File: src/verilog/rv_pkg.sv
// RV32 back end shared types, opcodes, latencies and sizes.
package rv_pkg;

	localparam int XLEN  = 32;
	localparam int NREGS = 32;

	// Issue to write-back pulse, in cycles.
	localparam int LAT_ALU = 2;
	localparam int LAT_MEM = 3;
	localparam int LAT_MUL = 5;

	localparam int MUL_STAGES = 3;

	localparam int DMEM_WORDS = 256;
	localparam int DMEM_AW    = $clog2(DMEM_WORDS);

	// Bit positions in the exception word.
	localparam int EXC_ILLEGAL     = 2;
	localparam int EXC_LD_MISALIGN = 4;
	localparam int EXC_ST_MISALIGN = 6;

	localparam logic [6:0] FUNCT7_MULDIV = 7'b0000001;

	typedef enum logic [6:0] {
		OP     = 7'b0110011,
		OP_IMM = 7'b0010011,
		LUI    = 7'b0110111,
		JAL    = 7'b1101111,
		BRANCH = 7'b1100011,
		SYSTEM = 7'b1110011,
		LOAD   = 7'b0000011,
		STORE  = 7'b0100011
	} opcode_e;

	typedef enum logic [3:0] {
		ADD,
		SUB,
		AND,
		OR,
		XOR,
		SLT,
		SLL,
		SRL,
		PASS_B,
		LINK
	} alu_op_e;

	typedef enum logic [1:0] {
		UNIT_ALU,
		UNIT_MUL,
		UNIT_MEM
	} unit_e;

endpackage

File: src/verilog/regfile.sv
// Integer register file, two read ports and one write port with forwarding.
`timescale 1ns/10ps

module regfile import rv_pkg::*; (
	input  logic            clk_i,
	input  logic            rst_n_i,
	input  logic [4:0]      raddr1_i,
	input  logic [4:0]      raddr2_i,
	output logic [XLEN-1:0] rdata1_o,
	output logic [XLEN-1:0] rdata2_o,
	input  logic            we_i,
	input  logic [4:0]      waddr_i,
	input  logic [XLEN-1:0] wdata_i
);

	logic [XLEN-1:0] regs [NREGS];

	function automatic logic [XLEN-1:0] read_port(input logic [4:0] addr);
		if (addr == 5'd0)
			return '0;
		else if (we_i && waddr_i == addr)
			return wdata_i;
		else
			return regs[addr];
	endfunction

	always_ff @(posedge clk_i or negedge rst_n_i) begin
		if (!rst_n_i) begin
			for (int i = 0; i < NREGS; i++)
				regs[i] <= '0;
		end else if (we_i && waddr_i != 5'd0) begin
			regs[waddr_i] <= wdata_i;
		end
	end

	assign rdata1_o = read_port(raddr1_i);
	assign rdata2_o = read_port(raddr2_i);

endmodule

File: config.mk
export PLATFORM = sky130hd
export DESIGN_NAME = regfile
export DESIGN_NICKNAME = d
export VERILOG_FILES = /design/src/verilog/rv_pkg.sv /design/src/verilog/regfile.sv
export SDC_FILE = /design/constraint.sdc
export NUM_CORES = 2
export LEC_CHECK = 0
export ABC_AREA = 0
export BUFFER_PORTS_ARGS = -buffer_cell sky130_fd_sc_hd__buf_2
export CAP_MARGIN = 40
export CORE_ASPECT_RATIO = 1.4
export CORE_MARGIN = 2
export CORE_UTILIZATION = 30
export CTS_BUF_LIST = sky130_fd_sc_hd__clkbuf_8
export CTS_CLUSTER_DIAMETER = 30
export DETAILED_ROUTE_END_ITERATION = 6
export MAX_ROUTING_LAYER = met4
export SYNTH_ARGS = -nofsm -noshare
export SYNTH_HDL_FRONTEND = slang
export SYNTH_SLANG_ARGS = --single-unit
File: constraint.sdc
create_clock -name clk_i -period 2.9 [get_ports clk_i]
set_input_delay 0.29 -clock clk_i [delete_from_list [all_inputs] [get_ports clk_i]]
set_output_delay 0.29 -clock clk_i [all_outputs]
set_load 0.1 [all_outputs]
### Word level (Yosys, flattened, before mapping)

Cells that the tools add are included.

* register bits after elaboration: 1024
* input bits: 50
* output and inout bits: 64

* equal/unequal tests: 2
* multiplexer cells: 13
* bitwise operators: 3
* reductions and logical operators: 7
* magnitude comparators: 4

Operators with widths (number)
* $bwmux 1024: 1
* $bmux 32 s5: 2
* $mux 32: 9
* $demux 32 s5: 1
* $ge 6x6->1 const B: 3
* $not 5->6: 3
* $eq 5x5->1: 2
* $logic_not 5->1: 2
* $lt 6x1->1 const B: 1
* $reduce_bool 5->1: 1
* $logic_and 1x1->1: 4

### Depth between registers and ports, before layout

* depth in word-level cells: 6
* mapped depth: 10
* gate-level depth less buffers: 5

### Worst setup path before layout

No wires, ideal clock.

* kind: input port to output port
* from: in raddr2_i[0]
* to: out rdata2_o[0]
* stages on the path: 10
* slack: -1287 ps
* required time: 2610 ps
* arrival time: 3897 ps
* path through: buf_6 > buf_8 > buf_6 > buf_6 > buf_6 > buf_8 > mux2i_1 > a221oi_1 > o221ai_1 > a211oi_1

* word-level cells in the longest chain between the ends: 6

RTL lines
* start, declared: RTL line regfile.sv:8 `input logic [4:0] raddr2_i,`
* $not 5->6 (implied by the code): RTL line regfile.sv:24 `return regs[addr];`
* $bmux 32 s5: RTL line regfile.sv:24
* $mux 32 (implied by the code) (2 in a row): RTL line regfile.sv:24
* $mux 32: RTL line regfile.sv:21 `else if (we_i && waddr_i == addr)`
* $mux 32 *: RTL line regfile.sv:19 `if (addr == 5'd0)`
* end, declared: RTL line regfile.sv:10 `output logic [XLEN-1:0] rdata2_o,`

Every way passes the cells marked *; elsewhere a longest branch is shown, timed or not. The select of a mux whose other input is x is not followed.

### Worst setup path in the final report

* from: reg regs[5] (netlist name)
* to: out rdata2_o[5]

* word-level cells in the longest chain between the ends: 5

RTL lines
* start, declared: RTL line regfile.sv:16 `logic [XLEN-1:0] regs [NREGS];`
* start signal, assigned by index: RTL line regfile.sv:32 `regs[waddr_i] <= wdata_i;`
* $bmux 32 s5: RTL line regfile.sv:24
* $mux 32 (implied by the code) (2 in a row): RTL line regfile.sv:24
* $mux 32: RTL line regfile.sv:21
* $mux 32: RTL line regfile.sv:19

Every way passes these cells. The select of a mux whose other input is x is not followed.

==> metrics.csv <==
stage,metric,value,unit
synthesis,syn_nets,3797,
cells_and_area,drive_above_1_share,0.617,
routing,drt-wirelength-per-cell,30.1,um
critical_path,cpMaxStageDelayCell,mux4_2,
cells_and_area,top_register,regs,
placement,dpl.cell_count,6258,
synthesis,synth_mux_area_frac,0.423,
cells_and_area,instances_no_fill,6644,
grt,grt_max_degree,124,
floorplanning,dieHeight,510,um
synthesis,synth-compound-area-share,0.0430,
grt,use_met3,0.0421,
timing,slew-limit-headroom,0.443,
critical_path,crit_chain,mux4_2 -> mux4_2 -> nor2b_4 -> a221o_1 -> buf_12,
synthesis,yosysMostFrequentCell,mux2_2,
critical_path,cp_common_cell,mux4_2,
routing,ant_nets,0,
cells_and_area,finalCoreUtilization,0.375,
synthesis,synth_seq_cells,1024,
synthesis,yosys-top-cells-area,"dfrtp_1 47%, mux2_2 22%, mux4_2 19%",
power,p_total,45.3,mW
floorplanning,die_area,187000,um2
synthesis,synthCells,3747,
floorplanning,boundaryPins,114,
critical_path,cp.required,2.61,ns
run_status,status,finished with violations,
timing,fin_crit_sh,1.13,
grt,busiest_layer,met2,
placement,place_congestion,0.865,
timing,worst_slack,-0.371,ns
power,ir_drop,0.000435,V
cts,path_clk_slew,0.07,ns
cts,ctsLongestPathBuffers,3,
hold_path,hp-class,input pin to flop,
synthesis,synthXorXnorAreaFrac,0.00159,
cts,numCtsBuffers,171,
timing,maxSlewViolCount,0,
routing,wl,200000,um
timing,tightest_slew,0.829,ns
cells_and_area,largest_reg_flops,1024,
synthesis,synth_cell_types,49,
synthesis,synth-adder-area-share,0,
power,p_leak,28.9,nW
grt,grt_pass1_vias,39963,
floorplanning,chipWidth,366,um
critical_path,start_kind,flop,
timing,final_hold_viol_count,0,
synthesis,yosysSeqAreaShare,0.467,
critical_path,end_kind,output port,
synthesis,synth.avg_cell_area,14.7,um2
routing,drt-initial-drc-count,3471,
routing,dr.pass1.iters,5,
grt,grt_pass1_wl,289000,um
synthesis,yosys_warnings,0,
placement,port_buffers,113,
cells_and_area,top_regs,regs (1024),
timing,fin_hold_ws,0.0693,ns
cells_and_area,area.growth.synth_to_final,24.1,%
timing,fin_skew,0,ns
floorplanning,start_util,0.302,
grt,grt_usage,0.221,
critical_path,cp_max_fo,2,
placement,hpwl,129000,um
synthesis,synth-edff-count,0,
routing,num_vias,37890,
run,cap_viol_max_count,0,
grt,overflow,0,
synthesis,synth_ff_type,dfrtp_1,
synthesis,synth_top_family_by_area,multiplexers,
cts,clockRootBuffer,clkbuf_8,
synthesis,synthSimpleGateAreaFrac,0.0308,
synthesis,synth_commonest_cells,"1,065 x mux2_2, 1,024 x dfrtp_1, 459 x mux4_2",
synthesis,synth_top_area_share,0.467,
floorplanning,core-area,182000,um2
placement,pre_cts_ws,-0.229,ns
timing,period_minus_slack,3.27,ns
synthesis,async_flop_share,1.00,
critical_path,cpPeakStageDelay,0.49,ns
floorplanning,rows,185,
routing,drc,0,
cts,htreeDepth,4,
routing,vias_per_cell,5.70,
run_status,violations,setup timing,
critical_path,arrival,2.98,ns
synthesis,syn-cell-area,54900,um2
grt,antenna_found_initial,9,
critical_path,worstSetupPathType,flop to output port,
synthesis,synth_top_area_cell,dfrtp_1,
cts,tritoncts,yes,
power,power.density,665,nW/um2
cts,clkSinkCount,1024,
cts,insertion_delay,0.89,ns
grt,gr-usage-met1,0.272,
timing,fmax,0.306,GHz
timing,setup_viol,50,
grt,grt_use_met2,0.350,
timing,rsz0062_at_grt,yes,
cells_and_area,nNetsFinal,4131,
## area by class of cell
class                           count  area (um2)
Multi-Input combinational cell   2294       29100
Tap cell                         2431        3040
Inverter                            4        15.0
Sequential cell                  1024       25600
Fill cell                       17096      114000
Antenna cell                        8        20.0
Clock buffer                      202        2780
Clock inverter                     95         972
Timing Repair Buffer              586        6560
## cell usage in the layout (no fill, tap or decap), drive strengths merged, types with 42 or more instances in the layout
cell type	n
o22ai	63
nor3	45
nor2b	54
clkbuf	202
dfrtp	1024
nor2	109
buf	558
a22oi	53
mux2i	91
mux2	1065
o21ai	42
mux4	459
a211oi	51
inv	49
nand2	42
## what timing repair did
| action | 4_1_cts | 5_1_grt |
|---|---|---|
| endpoints found under the hold margin | 1148 | 0 |
| hold buffers | 29 | 0 |
| endpoints found under the setup margin | 64 | 64 |
| pin swaps | 101 | 67 |
| setup buffers | 48 | 21 |
| gates resized for setup | 185 | 69 |
## cell families after synthesis
family,count (synthesis)
compound gates,335
xor+xnor,10
buf+inv,429
flops,1024
mux,1615
simple gates,334
## critical path, delay by kind of cell (launching register included)
family,cells,cell delay (ns)
simple gates,1,0.15
mux,2,0.97
compound gates,1,0.35
flops,1,0.39
buf+inv,1,0.20
## per-stage QoR
step | instance area (um2) | TNS, ns
finish | 68200 | -8.21
floorplan | 55200 | -1.74
detailed placement | 62400 | -3.48
global route | 68200 | -13.79
CTS | 67700 | -12.70
global placement | 62400 | -10.07
## worst paths after layout
check	startpoint	endpoint	slack, ns	cells past startpoint
setup / recovery	regs[5]$_DFFE_PN0P_	rdata2_o[5]	-0.37	5
hold / removal	wdata_i[7]	regs[103]$_DFFE_PN0P_	0.07	3
setup reg to reg	regs[280]$_DFFE_PN0P_	regs[280]$_DFFE_PN0P_	1.90	3
hold reg to reg	regs[1012]$_DFFE_PN0P_	regs[1012]$_DFFE_PN0P_	0.39	0
max in group asynchronous	rst_n_i	regs[476]$_DFFE_PN0P_	1.36	4
min in group asynchronous	rst_n_i	regs[742]$_DFFE_PN0P_	0.52	3
## metal layers
layer	vias up	part of all wire
li1	15165	-
met5	-	0
met3	500	0.069
met2	1643	0.48
met1	20582	0.40
met4	0	0.052
## where the power goes
part           switching [mW]  internal (mW)
sequential               1.98           17.0
combinational            5.46           6.54
clock                    6.37           7.98
total                    13.8           31.5
No activity file was read; power rests on OpenSTA's default activity.
