<file path="src/verilog/rv_pkg.sv">
// RV32 back end shared types, opcodes, latencies and sizes.
package rv_pkg;

	localparam int XLEN  = 32;
	localparam int NREGS = 32;

	// Issue to write-back pulse, in cycles.
	localparam int LAT_ALU = 2;
	localparam int LAT_MEM = 3;
	localparam int LAT_MUL = 5;

	localparam int MUL_STAGES = 3;

	localparam int DMEM_WORDS = 256;
	localparam int DMEM_AW    = $clog2(DMEM_WORDS);

	// Bit positions in the exception word.
	localparam int EXC_ILLEGAL     = 2;
	localparam int EXC_LD_MISALIGN = 4;
	localparam int EXC_ST_MISALIGN = 6;

	localparam logic [6:0] FUNCT7_MULDIV = 7'b0000001;

	typedef enum logic [6:0] {
		OP     = 7'b0110011,
		OP_IMM = 7'b0010011,
		LUI    = 7'b0110111,
		JAL    = 7'b1101111,
		BRANCH = 7'b1100011,
		SYSTEM = 7'b1110011,
		LOAD   = 7'b0000011,
		STORE  = 7'b0100011
	} opcode_e;

	typedef enum logic [3:0] {
		ADD,
		SUB,
		AND,
		OR,
		XOR,
		SLT,
		SLL,
		SRL,
		PASS_B,
		LINK
	} alu_op_e;

	typedef enum logic [1:0] {
		UNIT_ALU,
		UNIT_MUL,
		UNIT_MEM
	} unit_e;

endpackage

</file>
<file path="src/verilog/wb_if.sv">
// Write-back bundle for one retiring result from an execution unit.
`timescale 1ns/10ps

interface wb_if import rv_pkg::*; ();

	logic            valid;
	logic [XLEN-1:0] data;
	logic [4:0]      rd;
	logic            we;
	logic [XLEN-1:0] exc;
	logic [XLEN-1:0] miss_addr;
	logic [XLEN-1:0] instr;
	logic [XLEN-1:0] pc;

	modport src (
		output valid, data, rd, we, exc, miss_addr, instr, pc
	);

	modport snk (
		input valid, data, rd, we, exc, miss_addr, instr, pc
	);

endinterface

</file>
<file path="src/verilog/alu_exec.sv">
// Combinational integer ALU with link, upper immediate and illegal opcode detection.
`timescale 1ns/10ps

module alu_exec import rv_pkg::*; (
	input  logic            alu_valid_i,
	input  logic [XLEN-1:0] op_a_i,
	input  logic [XLEN-1:0] op_b_i,
	input  alu_op_e         alu_op_i,
	input  logic [4:0]      rd_i,
	input  logic            we_i,
	input  logic [XLEN-1:0] instr_i,
	input  logic [XLEN-1:0] pc_i,
	wb_if.src               alu_wb
);

	logic [XLEN-1:0] result;
	logic            illegal;
	logic            no_write;

	always_comb begin
		case (alu_op_i)
			ADD:     result = op_a_i + op_b_i;
			SUB:     result = op_a_i - op_b_i;
			AND:     result = op_a_i & op_b_i;
			OR:      result = op_a_i | op_b_i;
			XOR:     result = op_a_i ^ op_b_i;
			SLT:     result = {{(XLEN-1){1'b0}}, $signed(op_a_i) < $signed(op_b_i)};
			SLL:     result = op_a_i << op_b_i[4:0];
			SRL:     result = op_a_i >> op_b_i[4:0];
			PASS_B:  result = op_b_i;
			LINK:    result = pc_i + XLEN'(4);
			default: result = '0;
		endcase
	end

	// Only the opcodes routed to this unit are legal here.
	always_comb begin
		illegal  = 1'b0;
		no_write = 1'b0;
		case (opcode_e'(instr_i[6:0]))
			OP, OP_IMM, LUI, JAL: ;
			BRANCH, SYSTEM:       no_write = 1'b1;
			default: begin
				illegal  = 1'b1;
				no_write = 1'b1;
			end
		endcase
	end

	assign alu_wb.valid     = alu_valid_i;
	assign alu_wb.data      = result;
	assign alu_wb.rd        = rd_i;
	assign alu_wb.we        = we_i && !no_write;
	assign alu_wb.exc       = illegal ? (XLEN'(1) << EXC_ILLEGAL) : '0;
	assign alu_wb.miss_addr = '0;
	assign alu_wb.instr     = instr_i;
	assign alu_wb.pc        = pc_i;

endmodule

</file>
<file path="src/flat_wrapper.sv">
// flat-port wrapper written by rule: the top's interface ports become plain ports
module alu_exec_flat import rv_pkg::*;
  (alu_valid_i, op_a_i, op_b_i, alu_op_i, rd_i, we_i, instr_i, pc_i, alu_wb_valid, alu_wb_data, alu_wb_rd, alu_wb_we, alu_wb_exc, alu_wb_miss_addr, alu_wb_instr, alu_wb_pc);
  wb_if alu_wb_i ();
  input  logic alu_valid_i;
  input  logic [XLEN-1:0] op_a_i;
  input  logic [XLEN-1:0] op_b_i;
  input  alu_op_e alu_op_i;
  input  logic [4:0] rd_i;
  input  logic we_i;
  input  logic [XLEN-1:0] instr_i;
  input  logic [XLEN-1:0] pc_i;
  output wire logic [$bits(alu_wb_i.valid)-1:0] alu_wb_valid;
  output wire logic [$bits(alu_wb_i.data)-1:0] alu_wb_data;
  output wire logic [$bits(alu_wb_i.rd)-1:0] alu_wb_rd;
  output wire logic [$bits(alu_wb_i.we)-1:0] alu_wb_we;
  output wire logic [$bits(alu_wb_i.exc)-1:0] alu_wb_exc;
  output wire logic [$bits(alu_wb_i.miss_addr)-1:0] alu_wb_miss_addr;
  output wire logic [$bits(alu_wb_i.instr)-1:0] alu_wb_instr;
  output wire logic [$bits(alu_wb_i.pc)-1:0] alu_wb_pc;
  assign alu_wb_valid = alu_wb_i.valid;
  assign alu_wb_data = alu_wb_i.data;
  assign alu_wb_rd = alu_wb_i.rd;
  assign alu_wb_we = alu_wb_i.we;
  assign alu_wb_exc = alu_wb_i.exc;
  assign alu_wb_miss_addr = alu_wb_i.miss_addr;
  assign alu_wb_instr = alu_wb_i.instr;
  assign alu_wb_pc = alu_wb_i.pc;
  alu_exec u_core (.alu_valid_i(alu_valid_i), .op_a_i(op_a_i), .op_b_i(op_b_i), .alu_op_i(alu_op_i), .rd_i(rd_i), .we_i(we_i), .instr_i(instr_i), .pc_i(pc_i), .alu_wb(alu_wb_i));
endmodule
</file>
<file path="config.mk">
export PLATFORM = sky130hd
export DESIGN_NAME = alu_exec_flat
export DESIGN_NICKNAME = d
export VERILOG_FILES = /design/src/verilog/rv_pkg.sv /design/src/verilog/wb_if.sv /design/src/verilog/alu_exec.sv /design/src/flat_wrapper.sv
export SDC_FILE = /design/constraint.sdc
export NUM_CORES = 1
export LEC_CHECK = 0
export BUFFER_PORTS_ARGS = -buffer_cell sky130_fd_sc_hd__buf_2
export CORE_MARGIN = 8
export CORE_UTILIZATION = 50
export DETAILED_ROUTE_END_ITERATION = 8
export PLACE_DENSITY = 0.78
export RECOVER_POWER = 100
export SLEW_MARGIN = 20
export SYNTH_ARGS = -nofsm -noshare
export SYNTH_HDL_FRONTEND = slang
export SYNTH_SLANG_ARGS = --single-unit
</file>
<file path="constraint.sdc">
create_clock -name vclk -period 5.1
set_clock_uncertainty 0.15 [all_clocks]
set_input_delay 0.51 -clock vclk [all_inputs]
set_output_delay 0.51 -clock vclk [all_outputs]
set_load 0.02 [all_outputs]
</file>
-- After elaboration in Yosys (flattened, before gate mapping)
Index checks and enable logic that the tools add are counted.
- bits in read-only memories: 0
- register bits: 0
- memories kept: 0
- RAM bits: 0
- latch bits: 0
- magnitude comparators: 1
- equal/unequal tests: 15
- $mul: 0
- shift operators: 2
- add/sub/neg operators: 3
- divide/modulo/power cells: 0
- reductions and logical operators: 4
- mux-type cells: 2
- bitwise operators: 3
- operator list (cell ; count):
    $pmux W32 S10 ; 1
    $add A32 B3 Y32 const B ; 1
    $add A32 B32 Y32 ; 1
    $and A32 B32 Y32 ; 1
    $lt A32 B32 Y1 ; 1
    $or A32 B32 Y32 ; 1
    $shl A32 B5 Y32 ; 1
    $shr A32 B5 Y32 ; 1
    $sub A32 B32 Y32 ; 1
    $xor A32 B32 Y32 ; 1
    $eq A7 B7 Y1 const B ; 3
    $eq A4 B3 Y1 const B ; 4
    $eq A7 B6 Y1 const B ; 2
    $eq A4 B2 Y1 const B ; 2
    $eq A4 B4 Y1 const B ; 2
    $eq A7 B5 Y1 const B ; 1
    $reduce_or A6 Y1 ; 1
    $eq A4 B1 Y1 const B ; 1
    $logic_not A4 Y1 ; 1
    $reduce_or A4 Y1 ; 1
    $mux W3 ; 1
    $logic_and A1 B1 Y1 ; 1

-- Longest topological paths before layout
- depth in word-level cells: 3
- gate-level depth with buffers: 16

-- Worst setup path after synthesis
Ideal clock, no wire load.
- kind: input -> output
- start point: input port op_b_i[3]
- end point: output port alu_wb_data[28]
- path buffers: 4
- data required time: 4440 ps
- data arrival time: 4013 ps
- setup slack: 427 ps
- stages: 15
- cells stage by stage: clkbuf_1 inv_1 clkbuf_1 clkbuf_1 clkbuf_1 ha_1 o211ai_1 a21oi_1 o31ai_1 o21ai_1 a31oi_1 nor3_1 o22a_1 o221a_2 o21ai_0
- longest elaborated chain between the ends: 2
- elaborated cells between the ends (all ways): 5
- ends and longest elaborated chain (element ; RTL line ; source):
    from (decl) ; flat_wrapper.sv:7 ; input logic [XLEN-1:0] op_b_i;
    $sub A32 B32 Y32 (tied with other cells) ; alu_exec.sv:23 ; SUB: result = op_a_i - op_b_i;
    $pmux W32 S10 * ; alu_exec.sv:21 ; case (alu_op_i)
    to (decl) ; flat_wrapper.sv:14 ; output wire logic [$bits(alu_wb_i.data)-1:0] alu_wb_data;
Mark *: on every way between the ends. The rest lies on a longest branch, timed or not.

-- Worst setup path in the final report
- start point: input port op_b_i[1]
- end point: output port alu_wb_data[21]
The elaborated chain is that of the path after synthesis.

==> reports/results.ini <==
[sta]
fin_crit_sh=0.951
finalMaxSlewViolations=0
rsz0062_at_grt=false
setup_ws_ns=0.249
finalSetupViolations=0
slew_headroom=0.403
finalHoldViolations=0
period_minus_slack_ns=4.85
setup_tns_ns=0
holdWs_ns=0.870
worst_pin_slew_ns=0.884
fmaxAchievable_ghz=0.206

[global_route]
grt_pass1_wl_um=74300
grt_pass1_vias=11752
antenna_found_initial=5
use_met3=0.0951
grt_max_degree=73
gr-total-overflow=0
grt.busiest_layer=met2
gr-usage-met2=0.597
grtUsageMet1=0.437
grt_usage=0.372

[setup_path]
cp-end-kind=output pin
cp.required_ns=4.44
cp_cell_sequence=clkbuf_1, inv_2, ha_1, nand3_1, a211oi_1, o21a_1, a21oi_1, o31ai_1, clkbuf_1, o211ai_1, o21ai_0, nand3_1, buf_2
slowest_stage=o31ai_1
path_max_fanout=10
cp_num_buf_inv=4
cp_top_family=compound AO/OA/AOI/OAI gates
crit_type=in -> out
worstPathArrival_ns=4.19
slowest_delay_ns=0.50
worstSetupStartpointType=input pin

[outcome]
status=finished, final reports clean

[layout]
clock_buffers=0
area_growth_pct=2.74
fin_util=0.523
fin_nets=1777
ff_latch_area_um2=0
seq_cell_count=0
drive_gt1_frac=0.159

[die]
initial_core_util=0.509
fp.dieW_um=159
coreArea_um2=20200
die-area_um2=25400
die_h_um=159
ios=306
rows=52

[yosys]
syn-cell-area_um2=10300
synth_most_common_cell=nor2_1
postSynthCellCount=1478
netlist_top_cells_area=ha_1, buf_4, mux4_2, a21oi_1, nor2_1
netlist.area_leader.share=0.122
yosys.area.top_type=ha_1
synthTopCellsByCount=nor2_1, buf_4, nand2_1
avgSynthCellArea_um2=6.95
ys_seq_area_frac=0
yosysWarnings=0
ys_types=94

[drt]
drc_errors=0
dr.pass1.iters=7
vias_per_cell=6.93
finalWirelength_um=50700
drtAntennaViolNets=0
wl_per_cell_um=28.0
drtIter0Drc=1884
vias=12521

[power_and_ir_drop]
leakagePower_nw=4.69
power.total_mw=1.29
power_density_nw_per_um2=122
ir_worst_vdd_uv=107

[placed_design]
hpwl_um=41000
port_buffers=181
gp_congestion=1.09
dpl_worst_slack_ns=0.598

[worst_hold_path]
min-delay-start=instr_i[22]
min_path_type=in -> out
hold_path_depth=0
hold_end=alu_wb_instr[22]

[clock_network]
postCtsSetupRepairBufs=0
ctsResizeCount=0
ctsHoldBuffers=0

[job]
max-cap-violations=0

## routing by layer
metal / wire, µm / vias up
met5: 12 / -
met4: 3740 / 2
met2: 22800 / 1103
li1: - / 5401
met3: 6200 / 213
met1: 17900 / 5802
## logic make-up after synthesis
logic type	after synthesis	share of synthesized area
AOI/OAI and AO/OA	486	0.326
xor gates and xnor gates	27	0.0230
adders and majority gates	102	0.126
buffers and inverters	333	0.182
muxes	88	0.142
other	1	0.000365
and+or+nand+nor	441	0.201
## metrics by stage
step / cell area (µm²) / cells
3_5_place_dp: 10700 / 1804
4_1_cts: 10700 / 1804
3_3_place_gp: 10700 / 1804
6_report: 10600 / 1807
5_1_grt: 10600 / 1807
2_1_floorplan: 10500 / 1540
## worst max path at each step
stage	from	end	slack, ns	cells past startpoint
global route	op_b_i[1]	alu_wb_data[26]	0.18	12
global placement	op_a_i[8]	alu_wb_data[31]	0.61	13
detailed placement	op_a_i[8]	alu_wb_data[31]	0.60	13
floorplan	op_b_i[3]	alu_wb_data[28]	0.43	15
finish	op_b_i[1]	alu_wb_data[21]	0.25	13
CTS	op_a_i[8]	alu_wb_data[31]	0.58	13
## report_power, final
| part | switching (mW) | leakage (nW) | internal, mW |
|---|---|---|---|
| Sequential | 0 | 0 | 0 |
| Combinational | 0.874 | 4.69 | 0.418 |
| Clock | 0 | 0.0000190 | 0.0000000788 |
| Total | 0.874 | 4.69 | 0.418 |
## layout make-up
type / count / area, µm²
multi-input combinational: 1207 / 8640
antenna: 3 / 7.51
fill: 2149 / 9620
timing repair buffer: 228 / 1190
inverter: 99 / 372
tap: 270 / 338
## placed cells by master, fill, tap and decap left out, types with 11 or more instances in the layout
| cell type | netlist | final |
|---|---|---|
| o211ai_1 | 32 | 32 |
| o22ai_1 | 21 | 21 |
| and3_1 | 12 | 12 |
| a211oi_1 | 16 | 16 |
| a21oi_1 | 110 | 110 |
| nor2_1 | 140 | 140 |
| o21bai_1 | 13 | 13 |
| nor4_1 | 15 | 16 |
| and2_1 | 12 | 12 |
| o21ai_0 | 83 | 84 |
| nand2_1 | 127 | 127 |
| nor3_1 | 23 | 21 |
| clkbuf_1 | 60 | 61 |
| a22oi_1 | 26 | 26 |
| xor2_1 | 11 | 11 |
| xnor2_1 | 16 | 16 |
| buf_4 | 137 | 45 |
| nand3_1 | 42 | 42 |
| a221o_1 | 15 | 15 |
| buf_2 | 20 | 121 |
| ha_1 | 100 | 100 |
| or3_1 | 12 | 12 |
| a221oi_1 | 23 | 23 |
| a21o_1 | 22 | 22 |
| nor2b_1 | 13 | 13 |
| mux4_2 | 41 | 41 |
| mux2i_1 | 34 | 34 |
| conb_1 | 1 | 63 |
| o221ai_1 | 16 | 16 |
| nand2b_1 | 11 | 11 |
| a31oi_1 | 21 | 21 |
| inv_1 | 96 | 96 |
No activity file was read; power rests on OpenSTA's default activity.
