<file path="config.mk">
export PLATFORM = sky130hd
export DESIGN_NAME = mul_pipe_flat
export DESIGN_NICKNAME = d
export VERILOG_FILES = /design/src/verilog/rv_pkg.sv /design/src/verilog/wb_if.sv /design/src/verilog/mul_pipe.sv /design/src/flat_wrapper.sv
export SDC_FILE = /design/constraint.sdc
export NUM_CORES = 1
export LEC_CHECK = 0
export BUFFER_PORTS_ARGS = -buffer_cell sky130_fd_sc_hd__buf_2
export CAP_MARGIN = 20
export CORE_MARGIN = 4
export CORE_UTILIZATION = 50
export CTS_BUF_LIST = sky130_fd_sc_hd__clkbuf_8
export CTS_CLUSTER_SIZE = 28
export DETAILED_ROUTE_END_ITERATION = 10
export PLACE_DENSITY = 0.71
export SLEW_MARGIN = 20
export SYNTH_ARGS = -nofsm -noshare
export SYNTH_HDL_FRONTEND = slang
export SYNTH_SLANG_ARGS = --single-unit
</file>
<file path="constraint.sdc">
create_clock -name clk_i -period 3.5 [get_ports clk_i]
set_input_delay 0.175 -clock clk_i [delete_from_list [all_inputs] [get_ports clk_i]]
set_output_delay 0.175 -clock clk_i [all_outputs]
set_load 0.01 [all_outputs]
</file>
<file path="src/verilog/rv_pkg.sv">
// RV32 back end shared types, opcodes, latencies and sizes.
package rv_pkg;

	localparam int XLEN  = 32;
	localparam int NREGS = 32;

	// Issue to write-back pulse, in cycles.
	localparam int LAT_ALU = 2;
	localparam int LAT_MEM = 3;
	localparam int LAT_MUL = 5;

	localparam int MUL_STAGES = 3;

	localparam int DMEM_WORDS = 256;
	localparam int DMEM_AW    = $clog2(DMEM_WORDS);

	// Bit positions in the exception word.
	localparam int EXC_ILLEGAL     = 2;
	localparam int EXC_LD_MISALIGN = 4;
	localparam int EXC_ST_MISALIGN = 6;

	localparam logic [6:0] FUNCT7_MULDIV = 7'b0000001;

	typedef enum logic [6:0] {
		OP     = 7'b0110011,
		OP_IMM = 7'b0010011,
		LUI    = 7'b0110111,
		JAL    = 7'b1101111,
		BRANCH = 7'b1100011,
		SYSTEM = 7'b1110011,
		LOAD   = 7'b0000011,
		STORE  = 7'b0100011
	} opcode_e;

	typedef enum logic [3:0] {
		ADD,
		SUB,
		AND,
		OR,
		XOR,
		SLT,
		SLL,
		SRL,
		PASS_B,
		LINK
	} alu_op_e;

	typedef enum logic [1:0] {
		UNIT_ALU,
		UNIT_MUL,
		UNIT_MEM
	} unit_e;

endpackage

</file>
<file path="src/verilog/wb_if.sv">
// Write-back bundle for one retiring result from an execution unit.
`timescale 1ns/10ps

interface wb_if import rv_pkg::*; ();

	logic            valid;
	logic [XLEN-1:0] data;
	logic [4:0]      rd;
	logic            we;
	logic [XLEN-1:0] exc;
	logic [XLEN-1:0] miss_addr;
	logic [XLEN-1:0] instr;
	logic [XLEN-1:0] pc;

	modport src (
		output valid, data, rd, we, exc, miss_addr, instr, pc
	);

	modport snk (
		input valid, data, rd, we, exc, miss_addr, instr, pc
	);

endinterface

</file>
<file path="src/verilog/mul_pipe.sv">
// Pipelined 32-bit multiplier returning the low word of the product.
`timescale 1ns/10ps

module mul_pipe import rv_pkg::*; (
	input  logic            clk_i,
	input  logic            rst_n_i,
	input  logic            kill_i,
	input  logic            mul_valid_i,
	input  logic [XLEN-1:0] op_a_i,
	input  logic [XLEN-1:0] op_b_i,
	input  logic [4:0]      rd_i,
	input  logic [XLEN-1:0] instr_i,
	input  logic [XLEN-1:0] pc_i,
	wb_if.src               mul_wb
);

	logic [MUL_STAGES-1:0] vld_q;
	logic [XLEN-1:0]       pp_lo_q;
	logic [15:0]           pp_hi_q;
	logic [XLEN-1:0]       prod_q  [1:MUL_STAGES-1];
	logic [4:0]            rd_q    [MUL_STAGES];
	logic [XLEN-1:0]       instr_q [MUL_STAGES];
	logic [XLEN-1:0]       pc_q    [MUL_STAGES];

	always_ff @(posedge clk_i or negedge rst_n_i) begin
		if (!rst_n_i)
			vld_q <= '0;
		else if (kill_i)
			vld_q <= '0;
		else
			vld_q <= {vld_q[MUL_STAGES-2:0], mul_valid_i};
	end

	always_ff @(posedge clk_i) begin
		// Partial products, upper half needs only its low 16 bits.
		pp_lo_q    <= op_a_i * {16'b0, op_b_i[15:0]};
		pp_hi_q    <= op_a_i[15:0] * op_b_i[31:16];
		rd_q[0]    <= rd_i;
		instr_q[0] <= instr_i;
		pc_q[0]    <= pc_i;

		prod_q[1] <= pp_lo_q + {pp_hi_q, 16'b0};
		for (int s = 2; s < MUL_STAGES; s++)
			prod_q[s] <= prod_q[s-1];

		for (int s = 1; s < MUL_STAGES; s++) begin
			rd_q[s]    <= rd_q[s-1];
			instr_q[s] <= instr_q[s-1];
			pc_q[s]    <= pc_q[s-1];
		end
	end

	assign mul_wb.valid     = vld_q[MUL_STAGES-1];
	assign mul_wb.data      = prod_q[MUL_STAGES-1];
	assign mul_wb.rd        = rd_q[MUL_STAGES-1];
	assign mul_wb.we        = 1'b1;
	assign mul_wb.exc       = '0;
	assign mul_wb.miss_addr = '0;
	assign mul_wb.instr     = instr_q[MUL_STAGES-1];
	assign mul_wb.pc        = pc_q[MUL_STAGES-1];

endmodule

</file>
<file path="src/flat_wrapper.sv">
// flat-port wrapper written by rule: the top's interface ports become plain ports
module mul_pipe_flat import rv_pkg::*;
  (clk_i, rst_n_i, kill_i, mul_valid_i, op_a_i, op_b_i, rd_i, instr_i, pc_i, mul_wb_valid, mul_wb_data, mul_wb_rd, mul_wb_we, mul_wb_exc, mul_wb_miss_addr, mul_wb_instr, mul_wb_pc);
  wb_if mul_wb_i ();
  input  logic clk_i;
  input  logic rst_n_i;
  input  logic kill_i;
  input  logic mul_valid_i;
  input  logic [XLEN-1:0] op_a_i;
  input  logic [XLEN-1:0] op_b_i;
  input  logic [4:0] rd_i;
  input  logic [XLEN-1:0] instr_i;
  input  logic [XLEN-1:0] pc_i;
  output wire logic [$bits(mul_wb_i.valid)-1:0] mul_wb_valid;
  output wire logic [$bits(mul_wb_i.data)-1:0] mul_wb_data;
  output wire logic [$bits(mul_wb_i.rd)-1:0] mul_wb_rd;
  output wire logic [$bits(mul_wb_i.we)-1:0] mul_wb_we;
  output wire logic [$bits(mul_wb_i.exc)-1:0] mul_wb_exc;
  output wire logic [$bits(mul_wb_i.miss_addr)-1:0] mul_wb_miss_addr;
  output wire logic [$bits(mul_wb_i.instr)-1:0] mul_wb_instr;
  output wire logic [$bits(mul_wb_i.pc)-1:0] mul_wb_pc;
  assign mul_wb_valid = mul_wb_i.valid;
  assign mul_wb_data = mul_wb_i.data;
  assign mul_wb_rd = mul_wb_i.rd;
  assign mul_wb_we = mul_wb_i.we;
  assign mul_wb_exc = mul_wb_i.exc;
  assign mul_wb_miss_addr = mul_wb_i.miss_addr;
  assign mul_wb_instr = mul_wb_i.instr;
  assign mul_wb_pc = mul_wb_i.pc;
  mul_pipe u_core (.clk_i(clk_i), .rst_n_i(rst_n_i), .kill_i(kill_i), .mul_valid_i(mul_valid_i), .op_a_i(op_a_i), .op_b_i(op_b_i), .rd_i(rd_i), .instr_i(instr_i), .pc_i(pc_i), .mul_wb(mul_wb_i));
endmodule
</file>
## After elaboration in Yosys (flattened, before gate mapping)

Memories as Yosys holds them, arrays and structs flattened.
Cells that the tools add are included.

- Add/subtract/negate cells: 1
- Multiplexer cells: 1
- Multiply operators: 2

Operator list:

| kind | count |
|---|---|
| adder 32 bit | 1 |
| multiplier 32 x 16 -> 32 bit | 1 |
| multiplier 16 x 16 -> 16 bit | 1 |
| 2-to-1 mux 3 bit | 1 |

- Register bits after elaboration: 51
- Memories: 4
- Output and inout port bits: 167
- Logic and storage cells: 11
- Bits of input ports: 137
- Bits in writable memories: 271

Memories:

| name | depth | bits a word | read ports | clocked after memory_dff | wr ports | line | source |
|---|---|---|---|---|---|---|---|
| u_core.instr_q | 3 | 32 | 3 | 0 | 3 | mul_pipe.sv:22 | `logic [XLEN-1:0] instr_q [MUL_STAGES];` |
| u_core.pc_q | 3 | 32 | 3 | 0 | 3 | mul_pipe.sv:23 | `logic [XLEN-1:0] pc_q [MUL_STAGES];` |
| u_core.prod_q | 2 | 32 | 2 | 0 | 2 | mul_pipe.sv:20 | `logic [XLEN-1:0] prod_q [1:MUL_STAGES-1];` |
| u_core.rd_q | 3 | 5 | 3 | 0 | 3 | mul_pipe.sv:21 | `logic [4:0] rd_q [MUL_STAGES];` |

## Depth between registers and ports, before layout

- Word-level depth: 1
- Depth in mapped cells: 24
- Gate-level depth less buffers: 21

## Worst setup path before layout

Ideal clock, no wire load.

- Path kind: input to register
- Start: in op_a_i[13]
- End: reg u_core.pp_lo_q[30]
- Library setup time: 0.062 ns
- Slack: -2.338 ns
- Buffers on the path: 2
- Stages: 21
- Required time: 3.438 ns
- Data arrival time: 5.777 ns
- Cell sequence: clkbuf_1 clkbuf_1 nand2_1 fa_1 fa_1 fa_1 inv_1 fa_1 fa_1 inv_1 fa_1 inv_1 ha_1 o21ai_0 a21oi_2 nand4_1 a21o_1 a311oi_4 a2111oi_2 or4b_1 nand3_1

- Longest elaborated chain between the ends: 1

Ends and longest elaborated chain:

| element | line | source |
|---|---|---|
| start: declaration | flat_wrapper.sv:9 | `input logic [XLEN-1:0] op_a_i;` |
| multiplier 32 x 16 -> 32 bit | mul_pipe.sv:36 | `pp_lo_q <= op_a_i * {16'b0, op_b_i[15:0]};` |
| end signal: assignment | mul_pipe.sv:36 |  |
| end: declaration | mul_pipe.sv:18 | `logic [XLEN-1:0] pp_lo_q;` |

No other way between the ends.

## Final worst setup path

- Start: in op_a_i[7]
- End: reg u_core.pp_lo_q[30]

Same word-level chain as after synthesis.

==> results.sh <==
export IMPL_overflow=0
export IMPL_fillers=3532
export IMPL_critPathBufInv=5
export IMPL_first_global_vias=18670
export IMPL_gp_congestion=0.9418
export IMPL_slew_violations=0
export IMPL_critical_path_top_delay_family="adder cells"
export IMPL_ant_nets=0
export IMPL_core_sq_um=46650
export IMPL_htreeDepth=2
export IMPL_die_w_microns=225.4
export IMPL_hpwl_microns=46650
export IMPL_crit_arrival_ps=5570
export IMPL_cts_reportedPaths_clkPinSlew_ps=60
export IMPL_cts_root_buffer="clkbuf_8"
export IMPL_fin_util=0.6419
export IMPL_drc=0
export IMPL_fmax_mhz=196.4
export IMPL_ios=304
export IMPL_rsz0062_at_grt="yes"
export IMPL_yosysUniqueCellTypes=59
export IMPL_final_nets=3510
export IMPL_yosys_warnings=0
export IMPL_worstHoldPathCells=3
export IMPL_antenna_found_initial=1
export IMPL_outcome="finished, violations left"
export IMPL_final_area_sq_um=29950
export IMPL_async_reset_ff_frac=0.009317
export IMPL_hold_end="u_core.pp_hi_q[0]$_DFF_P_"
export IMPL_clock_sinks=322
export IMPL_yosysSeqAreaShare=0.2734
export IMPL_crit_required_ps=3980
export IMPL_end_kind="flip-flop"
export IMPL_finalHoldViolCount=0
export IMPL_violations="negative setup slack"
export IMPL_wl_per_cell_microns=17.31
export IMPL_holdCritStartpoint="op_b_i[16]"
export IMPL_worstPathCellList="buf_12 > buf_8 > nand2_1 > fa_1 > inv_2 > fa_1 > fa_1 > fa_1 > fa_1 > inv_1 > fa_1 > inv_2 > ha_4 > nand2_1 > o21ai_1 > a21o_4 > nand2_4 > a311oi_4 > a2111oi_4 > or4b_1 > nand3_1"
export IMPL_synth_area_sq_um=23630
export IMPL_start_kind="primary input"
export IMPL_r2r_start="u_core.pp_hi_q[0]$_DFF_P_"
export IMPL_dr_pass1_iters=5
export IMPL_grt_max_degree=21
export IMPL_synth_seq_cells=322
export IMPL_hold_class="primary input to flip-flop"
export IMPL_grt_pass1_wl_microns=94610
export IMPL_cp_slowest_cell="fa_1"
export IMPL_synth_edff_count=0
export IMPL_die_area_sq_um=50800
export IMPL_whs_ps=131.6
export IMPL_floorplan_initialDensity=0.5065
export IMPL_syn_inst=2383
export IMPL_synthToLayoutAreaGrowth_pct=26.75
export IMPL_crit_type="primary input to flip-flop"
export IMPL_numCtsBuffers=46
export IMPL_crit_top_cell="fa_1"
export IMPL_timing_setup_tns_ps=-32610
export IMPL_wirelength_microns=60490
export IMPL_yosys_area_top_type="fa_1"
export IMPL_period_needed_ps=5093
export IMPL_layout_drive_gt1_share=0.2778
export IMPL_rrSetupSlack_ps=800
export IMPL_avgViaCountPerCell=4.807
export IMPL_portBuffers=238
export IMPL_grt_usage=0.2342
export IMPL_cts_tree="built"
export IMPL_skew_ps=16.69
export IMPL_avgSynthCellArea_sq_um=9.916
export IMPL_r2r_cells=11
export IMPL_postPlaceCellArea_sq_um=26650
export IMPL_drtIter0Drc=1051
export IMPL_r2r_end="u_core.prod_q[1][30]$_DFF_P_"
export IMPL_finalSetupViolCount=32
export IMPL_synthTopCellsByArea="fa_1 (33%), dfxtp_1 (27%), inv_1 (7.5%), ha_1 (6.8%), and2_1 (5.6%)"
export IMPL_insertion_delay_ps=550
export IMPL_num_vias=16800
export IMPL_cp_max_fo=8
export IMPL_cpPeakStageDelay_ps=570
export IMPL_fp_row_count=79
export IMPL_ys_flop_type="dfxtp_1"
export IMPL_layout_setup_ws_ps=-1593
export IMPL_fin_crit_sh=1.455
export IMPL_synth_top_area_frac=0.3262
export IMPL_max_clock_path_buffers=3
export IMPL_maxCapViolations=0
export IMPL_dieHeight_microns=225.4
logic make-up after synthesis:
kind of cell	after synthesis	share of synthesized area
compound gates	122	0.03495
simple gates	622	0.1256
buf+inv	697	0.1326
flops	322	0.2734
fa+ha+maj	514	0.3945
mux	1	0.0004236
xor+xnor	103	0.03818
other cells	2	0.0003178
cells in the final DEF (no fill, tap or decap), types with 20 or more instances in the layout:
cell type and n:
fa_2 20, buf_4 216, ha_4 31, and2_1 182, xor2_1 21, inv_2 38
nor2_1 22, buf_6 56, inv_1 444, dfxtp_1 319, nand2_1 311, clkbuf_8 56
conb_1 65, buf_2 207, dlygate4sd3_1 73, and2_4 28, ha_1 94, fa_1 365
xnor2_1 75
worst reg2reg max path, delay by kind of cell, from the launching register on:
| kind | cells | cell delay, ps |
|---|---|---|
| AOI/OAI and AO/OA | 7 | 1490 |
| adders and majority gates | 2 | 570 |
| DFF | 1 | 320 |
| and+or+nand+nor | 1 | 120 |
| buffers and inverters | 1 | 60 |
cell type report:
type,instances,area [sq um],area share
timing repair buffer,588,4639,0.1549
clock inverter,20,206.4,0.006893
antenna,1,2.502,0.00008356
tap,607,759.5,0.02536
inverter,474,1779,0.05941
sequential,322,6461,0.2157
clock buffer,56,770.7,0.02574
multi-input combinational,1427,15330,0.5119
synth_stat cells, types with 2 or more instances:
| master | n |
|---|---|
| nand3_1 | 11 |
| conb_1 | 2 |
| nand2_1 | 339 |
| a211oi_1 | 4 |
| o21bai_1 | 8 |
| o211ai_1 | 4 |
| fa_1 | 385 |
| nand4_1 | 3 |
| dfxtp_1 | 319 |
| o31ai_1 | 3 |
| and2_2 | 2 |
| o21a_1 | 7 |
| a21oi_1 | 38 |
| or3_1 | 4 |
| a21o_1 | 14 |
| nor2_1 | 26 |
| nor2b_1 | 6 |
| nor3_1 | 11 |
| xor2_1 | 24 |
| or2_2 | 3 |
| ha_1 | 129 |
| and2_1 | 210 |
| nand2b_1 | 2 |
| o211a_1 | 2 |
| xnor2_1 | 79 |
| a21boi_0 | 2 |
| buf_4 | 134 |
| inv_1 | 474 |
| a31o_2 | 2 |
| dfrtp_1 | 3 |
| o21ai_0 | 20 |
| clkbuf_1 | 86 |
sequential cells by signal, summed over array words and instances, names as in the netlist:
signal / cells
u_core.instr_q: 96
u_core.pc_q: 96
u_core.pp_hi_q: 16
u_core.pp_lo_q: 32
u_core.prod_q: 64
u_core.rd_q: 15
u_core.vld_q: 3
per-layer routing:
| metal | up-vias | GRT usage | routed length (microns) |
|---|---|---|---|
| met3 | 174 | 0.04455 | 4262 |
| met4 | 0 | 0.1025 | 2701 |
| li1 | 7725 | - | - |
| met1 | 8189 | 0.2858 | 23760 |
| met2 | 712 | 0.4061 | 29770 |
| met5 | - | 0 | 0 |
what timing repair did:
action	4_1_cts	5_1_grt
pin swaps	99	115
buffers inserted	28	29
hold buffers	73	0
setup endpoints to repair	33	33
cloned	0	1
hold endpoints to repair	75	0
resized for setup	166	159
stage by stage:
step	worst slack (ps)	cells
floorplan	-1979	2446
global placement	-2226	3294
detailed placement	-2364	3294
CTS	-1537	3468
global route	-1694	3495
finish	-1593	3495
worst max path at each step:
stage	slack, ps	cells past startpoint	from	end
5_1_grt	-1690	21	op_b_i[8]	u_core.pp_lo_q[30]$_DFF_P_
3_3_place_gp	-2230	20	op_b_i[1]	u_core.pp_lo_q[30]$_DFF_P_
4_1_cts	-1540	20	op_a_i[6]	u_core.pp_lo_q[30]$_DFF_P_
3_5_place_dp	-2360	22	op_b_i[1]	u_core.pp_lo_q[30]$_DFF_P_
2_1_floorplan	-1980	22	op_b_i[4]	u_core.pp_lo_q[30]$_DFF_P_
6_report	-1590	21	op_a_i[7]	u_core.pp_lo_q[30]$_DFF_P_
Power is left out: the tool's default activity adds up to more than one toggle a clock period on the data nets, which glitch-free logic cannot reach.
