$ cat config.mk
export PLATFORM = sky130hd
export DESIGN_NAME = exe_write_latch_flat
export DESIGN_NICKNAME = d
export VERILOG_FILES = /design/src/verilog/rv_pkg.sv /design/src/verilog/wb_if.sv /design/src/verilog/exe_write_latch.sv /design/src/flat_wrapper.sv
export SDC_FILE = /design/constraint.sdc
export NUM_CORES = 1
export LEC_CHECK = 0
export BUFFER_PORTS_ARGS = -buffer_cell sky130_fd_sc_hd__buf_4
export CORE_AREA = 3 3 260 262
export DETAILED_ROUTE_END_ITERATION = 7
export DIE_AREA = 0 0 263 265
export SLEW_MARGIN = 25
export SYNTH_ARGS = -nofsm -noshare
export SYNTH_HDL_FRONTEND = slang
export SYNTH_SLANG_ARGS = --single-unit
$ cat constraint.sdc
create_clock -name clk_i -period 1.2 [get_ports clk_i]
set_clock_uncertainty 0.2 [all_clocks]
set_input_delay 0.3 -clock clk_i [delete_from_list [all_inputs] [get_ports clk_i]]
set_output_delay 0.3 -clock clk_i [all_outputs]
set_load 0.005 [all_outputs]
$ cat src/verilog/rv_pkg.sv
// RV32 back end shared types, opcodes, latencies and sizes.
package rv_pkg;

	localparam int XLEN  = 32;
	localparam int NREGS = 32;

	// Issue to write-back pulse, in cycles.
	localparam int LAT_ALU = 2;
	localparam int LAT_MEM = 3;
	localparam int LAT_MUL = 5;

	localparam int MUL_STAGES = 3;

	localparam int DMEM_WORDS = 256;
	localparam int DMEM_AW    = $clog2(DMEM_WORDS);

	// Bit positions in the exception word.
	localparam int EXC_ILLEGAL     = 2;
	localparam int EXC_LD_MISALIGN = 4;
	localparam int EXC_ST_MISALIGN = 6;

	localparam logic [6:0] FUNCT7_MULDIV = 7'b0000001;

	typedef enum logic [6:0] {
		OP     = 7'b0110011,
		OP_IMM = 7'b0010011,
		LUI    = 7'b0110111,
		JAL    = 7'b1101111,
		BRANCH = 7'b1100011,
		SYSTEM = 7'b1110011,
		LOAD   = 7'b0000011,
		STORE  = 7'b0100011
	} opcode_e;

	typedef enum logic [3:0] {
		ADD,
		SUB,
		AND,
		OR,
		XOR,
		SLT,
		SLL,
		SRL,
		PASS_B,
		LINK
	} alu_op_e;

	typedef enum logic [1:0] {
		UNIT_ALU,
		UNIT_MUL,
		UNIT_MEM
	} unit_e;

endpackage

$ cat src/verilog/wb_if.sv
// Write-back bundle for one retiring result from an execution unit.
`timescale 1ns/10ps

interface wb_if import rv_pkg::*; ();

	logic            valid;
	logic [XLEN-1:0] data;
	logic [4:0]      rd;
	logic            we;
	logic [XLEN-1:0] exc;
	logic [XLEN-1:0] miss_addr;
	logic [XLEN-1:0] instr;
	logic [XLEN-1:0] pc;

	modport src (
		output valid, data, rd, we, exc, miss_addr, instr, pc
	);

	modport snk (
		input valid, data, rd, we, exc, miss_addr, instr, pc
	);

endinterface

$ cat src/verilog/exe_write_latch.sv
// Priority register between the execution units and register write back.
`timescale 1ns/10ps

module exe_write_latch import rv_pkg::*; (
	input  logic            clk_i,
	input  logic            rst_n_i,
	input  logic            kill_i,
	wb_if.snk               exe_wb,
	wb_if.snk               mult_wb,
	wb_if.snk               cache_wb,
	output logic            wb_valid_o,
	output logic [XLEN-1:0] wb_data_o,
	output logic [4:0]      wb_rd_o,
	output logic            wb_we_o,
	output logic [XLEN-1:0] wb_exc_o,
	output logic [XLEN-1:0] wb_miss_addr_o,
	output logic [XLEN-1:0] wb_instr_o,
	output logic [XLEN-1:0] wb_pc_o
);

	logic            nxt_valid;
	logic            nxt_we;
	logic [XLEN-1:0] nxt_data;
	logic [4:0]      nxt_rd;
	logic [XLEN-1:0] nxt_exc;
	logic [XLEN-1:0] nxt_miss;
	logic [XLEN-1:0] nxt_instr;
	logic [XLEN-1:0] nxt_pc;

	// Multiplier first, then memory, then ALU.
	always_comb begin
		nxt_valid = 1'b1;
		if (mult_wb.valid) begin
			nxt_we    = mult_wb.we;
			nxt_data  = mult_wb.data;
			nxt_rd    = mult_wb.rd;
			nxt_exc   = mult_wb.exc;
			nxt_miss  = mult_wb.miss_addr;
			nxt_instr = mult_wb.instr;
			nxt_pc    = mult_wb.pc;
		end else if (cache_wb.valid) begin
			nxt_we    = cache_wb.we;
			nxt_data  = cache_wb.data;
			nxt_rd    = cache_wb.rd;
			nxt_exc   = cache_wb.exc;
			nxt_miss  = cache_wb.miss_addr;
			nxt_instr = cache_wb.instr;
			nxt_pc    = cache_wb.pc;
		end else begin
			nxt_valid = exe_wb.valid;
			nxt_we    = exe_wb.we;
			nxt_data  = exe_wb.data;
			nxt_rd    = exe_wb.rd;
			nxt_exc   = exe_wb.exc;
			nxt_miss  = exe_wb.miss_addr;
			nxt_instr = exe_wb.instr;
			nxt_pc    = exe_wb.pc;
		end
	end

	always_ff @(posedge clk_i or negedge rst_n_i) begin
		if (!rst_n_i) begin
			wb_valid_o <= 1'b0;
			wb_we_o    <= 1'b0;
		end else if (kill_i) begin
			wb_valid_o <= 1'b0;
			wb_we_o    <= 1'b0;
		end else begin
			wb_valid_o <= nxt_valid;
			wb_we_o    <= nxt_valid && nxt_we;
		end
	end

	always_ff @(posedge clk_i) begin
		if (nxt_valid) begin
			wb_data_o      <= nxt_data;
			wb_rd_o        <= nxt_rd;
			wb_exc_o       <= nxt_exc;
			wb_miss_addr_o <= nxt_miss;
			wb_instr_o     <= nxt_instr;
			wb_pc_o        <= nxt_pc;
		end
	end

endmodule

$ cat src/flat_wrapper.sv
// flat-port wrapper written by rule: the top's interface ports become plain ports
module exe_write_latch_flat import rv_pkg::*;
  (clk_i, rst_n_i, kill_i, wb_valid_o, wb_data_o, wb_rd_o, wb_we_o, wb_exc_o, wb_miss_addr_o, wb_instr_o, wb_pc_o, exe_wb_valid, exe_wb_data, exe_wb_rd, exe_wb_we, exe_wb_exc, exe_wb_miss_addr, exe_wb_instr, exe_wb_pc, mult_wb_valid, mult_wb_data, mult_wb_rd, mult_wb_we, mult_wb_exc, mult_wb_miss_addr, mult_wb_instr, mult_wb_pc, cache_wb_valid, cache_wb_data, cache_wb_rd, cache_wb_we, cache_wb_exc, cache_wb_miss_addr, cache_wb_instr, cache_wb_pc);
  wb_if exe_wb_i ();
  wb_if mult_wb_i ();
  wb_if cache_wb_i ();
  input  logic clk_i;
  input  logic rst_n_i;
  input  logic kill_i;
  output logic wb_valid_o;
  output logic [XLEN-1:0] wb_data_o;
  output logic [4:0] wb_rd_o;
  output logic wb_we_o;
  output logic [XLEN-1:0] wb_exc_o;
  output logic [XLEN-1:0] wb_miss_addr_o;
  output logic [XLEN-1:0] wb_instr_o;
  output logic [XLEN-1:0] wb_pc_o;
  input wire logic [$bits(exe_wb_i.valid)-1:0] exe_wb_valid;
  input wire logic [$bits(exe_wb_i.data)-1:0] exe_wb_data;
  input wire logic [$bits(exe_wb_i.rd)-1:0] exe_wb_rd;
  input wire logic [$bits(exe_wb_i.we)-1:0] exe_wb_we;
  input wire logic [$bits(exe_wb_i.exc)-1:0] exe_wb_exc;
  input wire logic [$bits(exe_wb_i.miss_addr)-1:0] exe_wb_miss_addr;
  input wire logic [$bits(exe_wb_i.instr)-1:0] exe_wb_instr;
  input wire logic [$bits(exe_wb_i.pc)-1:0] exe_wb_pc;
  input wire logic [$bits(mult_wb_i.valid)-1:0] mult_wb_valid;
  input wire logic [$bits(mult_wb_i.data)-1:0] mult_wb_data;
  input wire logic [$bits(mult_wb_i.rd)-1:0] mult_wb_rd;
  input wire logic [$bits(mult_wb_i.we)-1:0] mult_wb_we;
  input wire logic [$bits(mult_wb_i.exc)-1:0] mult_wb_exc;
  input wire logic [$bits(mult_wb_i.miss_addr)-1:0] mult_wb_miss_addr;
  input wire logic [$bits(mult_wb_i.instr)-1:0] mult_wb_instr;
  input wire logic [$bits(mult_wb_i.pc)-1:0] mult_wb_pc;
  input wire logic [$bits(cache_wb_i.valid)-1:0] cache_wb_valid;
  input wire logic [$bits(cache_wb_i.data)-1:0] cache_wb_data;
  input wire logic [$bits(cache_wb_i.rd)-1:0] cache_wb_rd;
  input wire logic [$bits(cache_wb_i.we)-1:0] cache_wb_we;
  input wire logic [$bits(cache_wb_i.exc)-1:0] cache_wb_exc;
  input wire logic [$bits(cache_wb_i.miss_addr)-1:0] cache_wb_miss_addr;
  input wire logic [$bits(cache_wb_i.instr)-1:0] cache_wb_instr;
  input wire logic [$bits(cache_wb_i.pc)-1:0] cache_wb_pc;
  assign exe_wb_i.valid = exe_wb_valid;
  assign exe_wb_i.data = exe_wb_data;
  assign exe_wb_i.rd = exe_wb_rd;
  assign exe_wb_i.we = exe_wb_we;
  assign exe_wb_i.exc = exe_wb_exc;
  assign exe_wb_i.miss_addr = exe_wb_miss_addr;
  assign exe_wb_i.instr = exe_wb_instr;
  assign exe_wb_i.pc = exe_wb_pc;
  assign mult_wb_i.valid = mult_wb_valid;
  assign mult_wb_i.data = mult_wb_data;
  assign mult_wb_i.rd = mult_wb_rd;
  assign mult_wb_i.we = mult_wb_we;
  assign mult_wb_i.exc = mult_wb_exc;
  assign mult_wb_i.miss_addr = mult_wb_miss_addr;
  assign mult_wb_i.instr = mult_wb_instr;
  assign mult_wb_i.pc = mult_wb_pc;
  assign cache_wb_i.valid = cache_wb_valid;
  assign cache_wb_i.data = cache_wb_data;
  assign cache_wb_i.rd = cache_wb_rd;
  assign cache_wb_i.we = cache_wb_we;
  assign cache_wb_i.exc = cache_wb_exc;
  assign cache_wb_i.miss_addr = cache_wb_miss_addr;
  assign cache_wb_i.instr = cache_wb_instr;
  assign cache_wb_i.pc = cache_wb_pc;
  exe_write_latch u_core (.clk_i(clk_i), .rst_n_i(rst_n_i), .kill_i(kill_i), .exe_wb(exe_wb_i), .mult_wb(mult_wb_i), .cache_wb(cache_wb_i), .wb_valid_o(wb_valid_o), .wb_data_o(wb_data_o), .wb_rd_o(wb_rd_o), .wb_we_o(wb_we_o), .wb_exc_o(wb_exc_o), .wb_miss_addr_o(wb_miss_addr_o), .wb_instr_o(wb_instr_o), .wb_pc_o(wb_pc_o));
endmodule
# Yosys cells after proc, flatten, opt, wreduce, memory -nomap -nowiden
# Index checks and enable logic that the tools add are counted.
[word_totals]
inputBits = 504
out_inout_bits = 167
regBits = 167
[classes]
muxes = 18
n_reduce_logical = 1
[ops]
columns = ["op", "n"]
rows = [
  ["two-way mux 32 bit", 10],
  ["two-way mux 5 bit", 2],
  ["two-way mux 1 bit", 6],
  ["logical AND 1 bit", 1],
]

# Logic depth before layout (Yosys ltp)
[depth]
ltp_word = 4
mapped_depth = 5
ltp_nobuf = 3

# Worst setup path before layout
# OpenSTA, ideal clock, no wires.
[synth_path]
kind = "input to register"
from = "in cache_wb_valid"
to = "reg u_core.wb_data_o[0], enable pin"
arrival_time_ns = 3.872
cell_stages = 4
path_buffers = 2
setup_ns = 0.518
setup_slack_ns = -3.390
cell_sequence = "buf_4 buf_8 nor3_1 inv_1"
[synth_between]
elab_chain_len = 2
[synth_rtl]
columns = ["item", "line", "text"]
rows = [
  ["start: declaration", "flat_wrapper.sv:34", "input wire logic [$bits(cache_wb_i.valid)-1:0] cache_wb_valid;"],
  ["two-way mux 1 bit", "exe_write_latch.sv:41", "end else if (cache_wb.valid) begin"],
  ["two-way mux 1 bit", "exe_write_latch.sv:33", "if (mult_wb.valid) begin"],
  ["net u_core.nxt_valid", "exe_write_latch.sv:21", "logic nxt_valid;"],
  ["end signal: assignment", "exe_write_latch.sv:76", "wb_data_o <= nxt_data;"],
  ["end: declaration", "exe_write_latch.sv:12", "output logic [XLEN-1:0] wb_data_o,"],
]
# The timed path passes the listed nets, and every way through them passes these cells.
# A chain may end at the register's enable or synchronous reset.

# Final worst setup path
[layout_path]
from = "reg u_core.wb_miss_addr_o[10]"
to = "out wb_miss_addr_o[10]"
[layout_rtl]
columns = ["item", "line", "text"]
rows = [
  ["start: declaration", "exe_write_latch.sv:16", "output logic [XLEN-1:0] wb_miss_addr_o,"],
  ["start signal: assignment", "exe_write_latch.sv:79", "wb_miss_addr_o <= nxt_miss;"],
  ["end: declaration", "flat_wrapper.sv:15", "output logic [XLEN-1:0] wb_miss_addr_o;"],
]
# No word-level cell between the ends.

==> out/metrics.yaml <==
run_status:
  outcome: "complete, but fails checks"
  violations: "negative setup slack"
setup_path:
  slowest_delay_ns: 0.48
  arrival_ns: 1.11
  critPathLaunchType: "flip-flop"
  worstPathRequired_ns: 0.70
  slowest_stage: "edfxtp_1"
  cp_max_fo: 1
  cp.depth: 1
  crit_chain: "buf_6"
  cp-end-kind: "output pin"
  crit_buf_inv: 1
  path_class: "reg2out"
  cpLargestDelayFamily: "flip-flops"
yosys:
  synth_warnings: 0
  synth_most_common_cell: "mux2i_1"
  ys_top_cells_by_area: "edfxtp_1 58%, mux2i_1 19%, o21ai_1 8.2%"
  synth_fp_nets: 1228
  yosysTopAreaCell: "edfxtp_1"
  syn_area_sq_um: 8580
  synth-edff-count: 165
  synthArstFlopShare_pct: 1.20
  avgSynthCellArea_sq_um: 11.8
  synth_commonest_cells: "166 x mux2i_1, 165 x edfxtp_1, 165 x nand2_1"
  synth-seq-area-share_pct: 58.3
  yosysUniqueCellTypes: 15
  synth_seq_cells: 167
  ys.flop_type: "edfxtp_1"
  synthCells: 724
  synth_top_area_share_pct: 57.8
sta:
  relSlewSlack_pct: 76.5
  setup_slack_ns: -0.408
  rsz0062_at_grt: "true"
  drv_slew: 0
  max_freq_mhz: 622
  worst_pin_slew_ns: 0.343
  period_share_pct: 134
  finalHoldViolCount: 0
  finalHoldWorstSlack_ns: 0.0478
  finalSetupViolations: 231
  period_needed_ns: 1.61
clock_tree:
  htree_levels: 4
  cts_tree: "built"
  cts_root_buf: "clkbuf_16"
  numCtsBuffers: 17
  clk_pin_slew_ns: 0.07
  numClockSinks: 167
  cts_buffer_depth: 2
detailed_routing:
  antenna_left: 0
  wl_per_cell_um: 17.0
  wl_um: 46700
  dr_total_vias: 10500
  dr.pass1.iters: 5
  drtIter0Drc: 422
  remaining_drc_errors: 0
  via_per_inst: 3.82
pwr:
  p_per_area_nw_per_um2: 922
  power_leakage_nw: 9.48
  ir_drop_mv: 0.786
  total_power_mw: 19.0
hold_path:
  hold_class: "in2reg"
  whs_path_depth: 3
die:
  start_util_pct: 13.1
  chipWidth_um: 263
  dieArea_sq_um: 69700
  ios: 671
  die_h_um: 265
  rows: 94
  core_sq_um: 65600
global_route:
  grt_max_degree: 43
  grt_antenna_before_repair: 2
  track_usage_pct: 12.6
  grt_pass1_vias: 11600
  grt-ovfl-total: 0
  grt_pass1_wl_um: 66700
place:
  gp_congestion: 0.948
  numPortBuffers: 670
  placedCellCount: 2271
  hpwl_um: 31500
layout:
  area_growth_pct: 140
  fillCellCount: 6397
  nNetsFinal: 2375
  final_util_pct: 31.4
  drive_above_1_share_pct: 41.5
  layout.cells.non_filler: 2750
job:
  maxCapViolCount: 0
-- final timing paths --
kind / startpoint / end / slack (ns)
max: u_core.wb_miss_addr_o[10] / wb_miss_addr_o[10] / -0.41
min: cache_wb_pc[14] / u_core.wb_pc_o[14] / 0.05
max in group asynchronous: rst_n_i / u_core.wb_valid_o / 0.16
min in group asynchronous: rst_n_i / u_core.wb_we_o / 0.52
-- sequential cells by signal, indices dropped and copies added (netlist names) --
| signal | count |
|---|---|
| u_core.wb_data_o | 32 |
| u_core.wb_exc_o | 32 |
| u_core.wb_instr_o | 32 |
| u_core.wb_miss_addr_o | 32 |
| u_core.wb_pc_o | 32 |
| u_core.wb_rd_o | 5 |
| u_core.wb_valid_o | 1 |
| u_core.wb_we_o | 1 |
-- per-layer routing --
metal	part of all wire (%)	track usage, %	routed length [um]
met1	36	12.8	16700
met2	49	21.8	23000
met3	9.1	4.86	4240
met4	5.7	8.20	2640
met5	0	0	0
-- through the flow --
step / TNS, ns / instance area [sq um] / setup slack [ns]
6_report: -48.20 / 20600 / -0.408
5_1_grt: -58.55 / 20600 / -0.458
4_1_cts: -59.13 / 20200 / -0.457
3_5_place_dp: -145.68 / 14900 / -0.538
3_3_place_gp: -142.58 / 14900 / -0.540
2_1_floorplan: -467.35 / 8640 / -2.66
-- logic make-up (layout without fill, tap and decap cells) --
group                  after synthesis  count (layout)  share of synthesized area [%]
AOI/OAI and AO/OA                  165             165                           9.63
muxes                              167             167                           19.5
DFF                                167             167                           58.3
other                                0               4                              0
and+or+nand+nor                    168             168                           7.38
buffers and inverters               57            1215                           5.15
-- cells in the final DEF (no fill, tap or decap), drive strengths merged --
cell,netlist,final
mux2,1,1
clkinv,0,3
dlygate4sd3,0,418
dlymetal6s4s,0,28
clkbuf,16,24
bufinv,0,4
dfrtp,2,2
buf,40,736
nand2,165,165
edfxtp,165,165
o21ai,165,165
nor2,1,1
clkinvlp,0,2
diode,0,4
nor3,2,2
mux2i,166,166
-- power breakdown --
part / switching [mW] / internal (mW) / total [mW]
Sequential: 0.309 / 7.20 / 7.50
Clock: 2.36 / 3.46 / 5.82
Combinational: 2.01 / 3.65 / 5.66
-- cell type report --
type                       count  area (sq um)  area share, %
antenna                        4          10.0         0.0486
clock buffer                  22           444           2.16
clock inverter                 8           150          0.729
inverter                       1          7.51         0.0365
multi-input combinational    500          3200           15.5
sequential                   167          5000           24.3
tap                          864          1080           5.25
timing repair buffer        1184         10700           51.9
-- timing repair --
item | 4_1_cts | 5_1_grt
setup endpoints to repair | 175 | 236
hold endpoints to repair | 169 | 0
hold buffers | 446 | 0
cloned | 0 | 3
buffers inserted | 0 | 1
gates resized for setup | 64 | 94
pin swaps | 1 | 21
(Power assumes the default switching activity.)
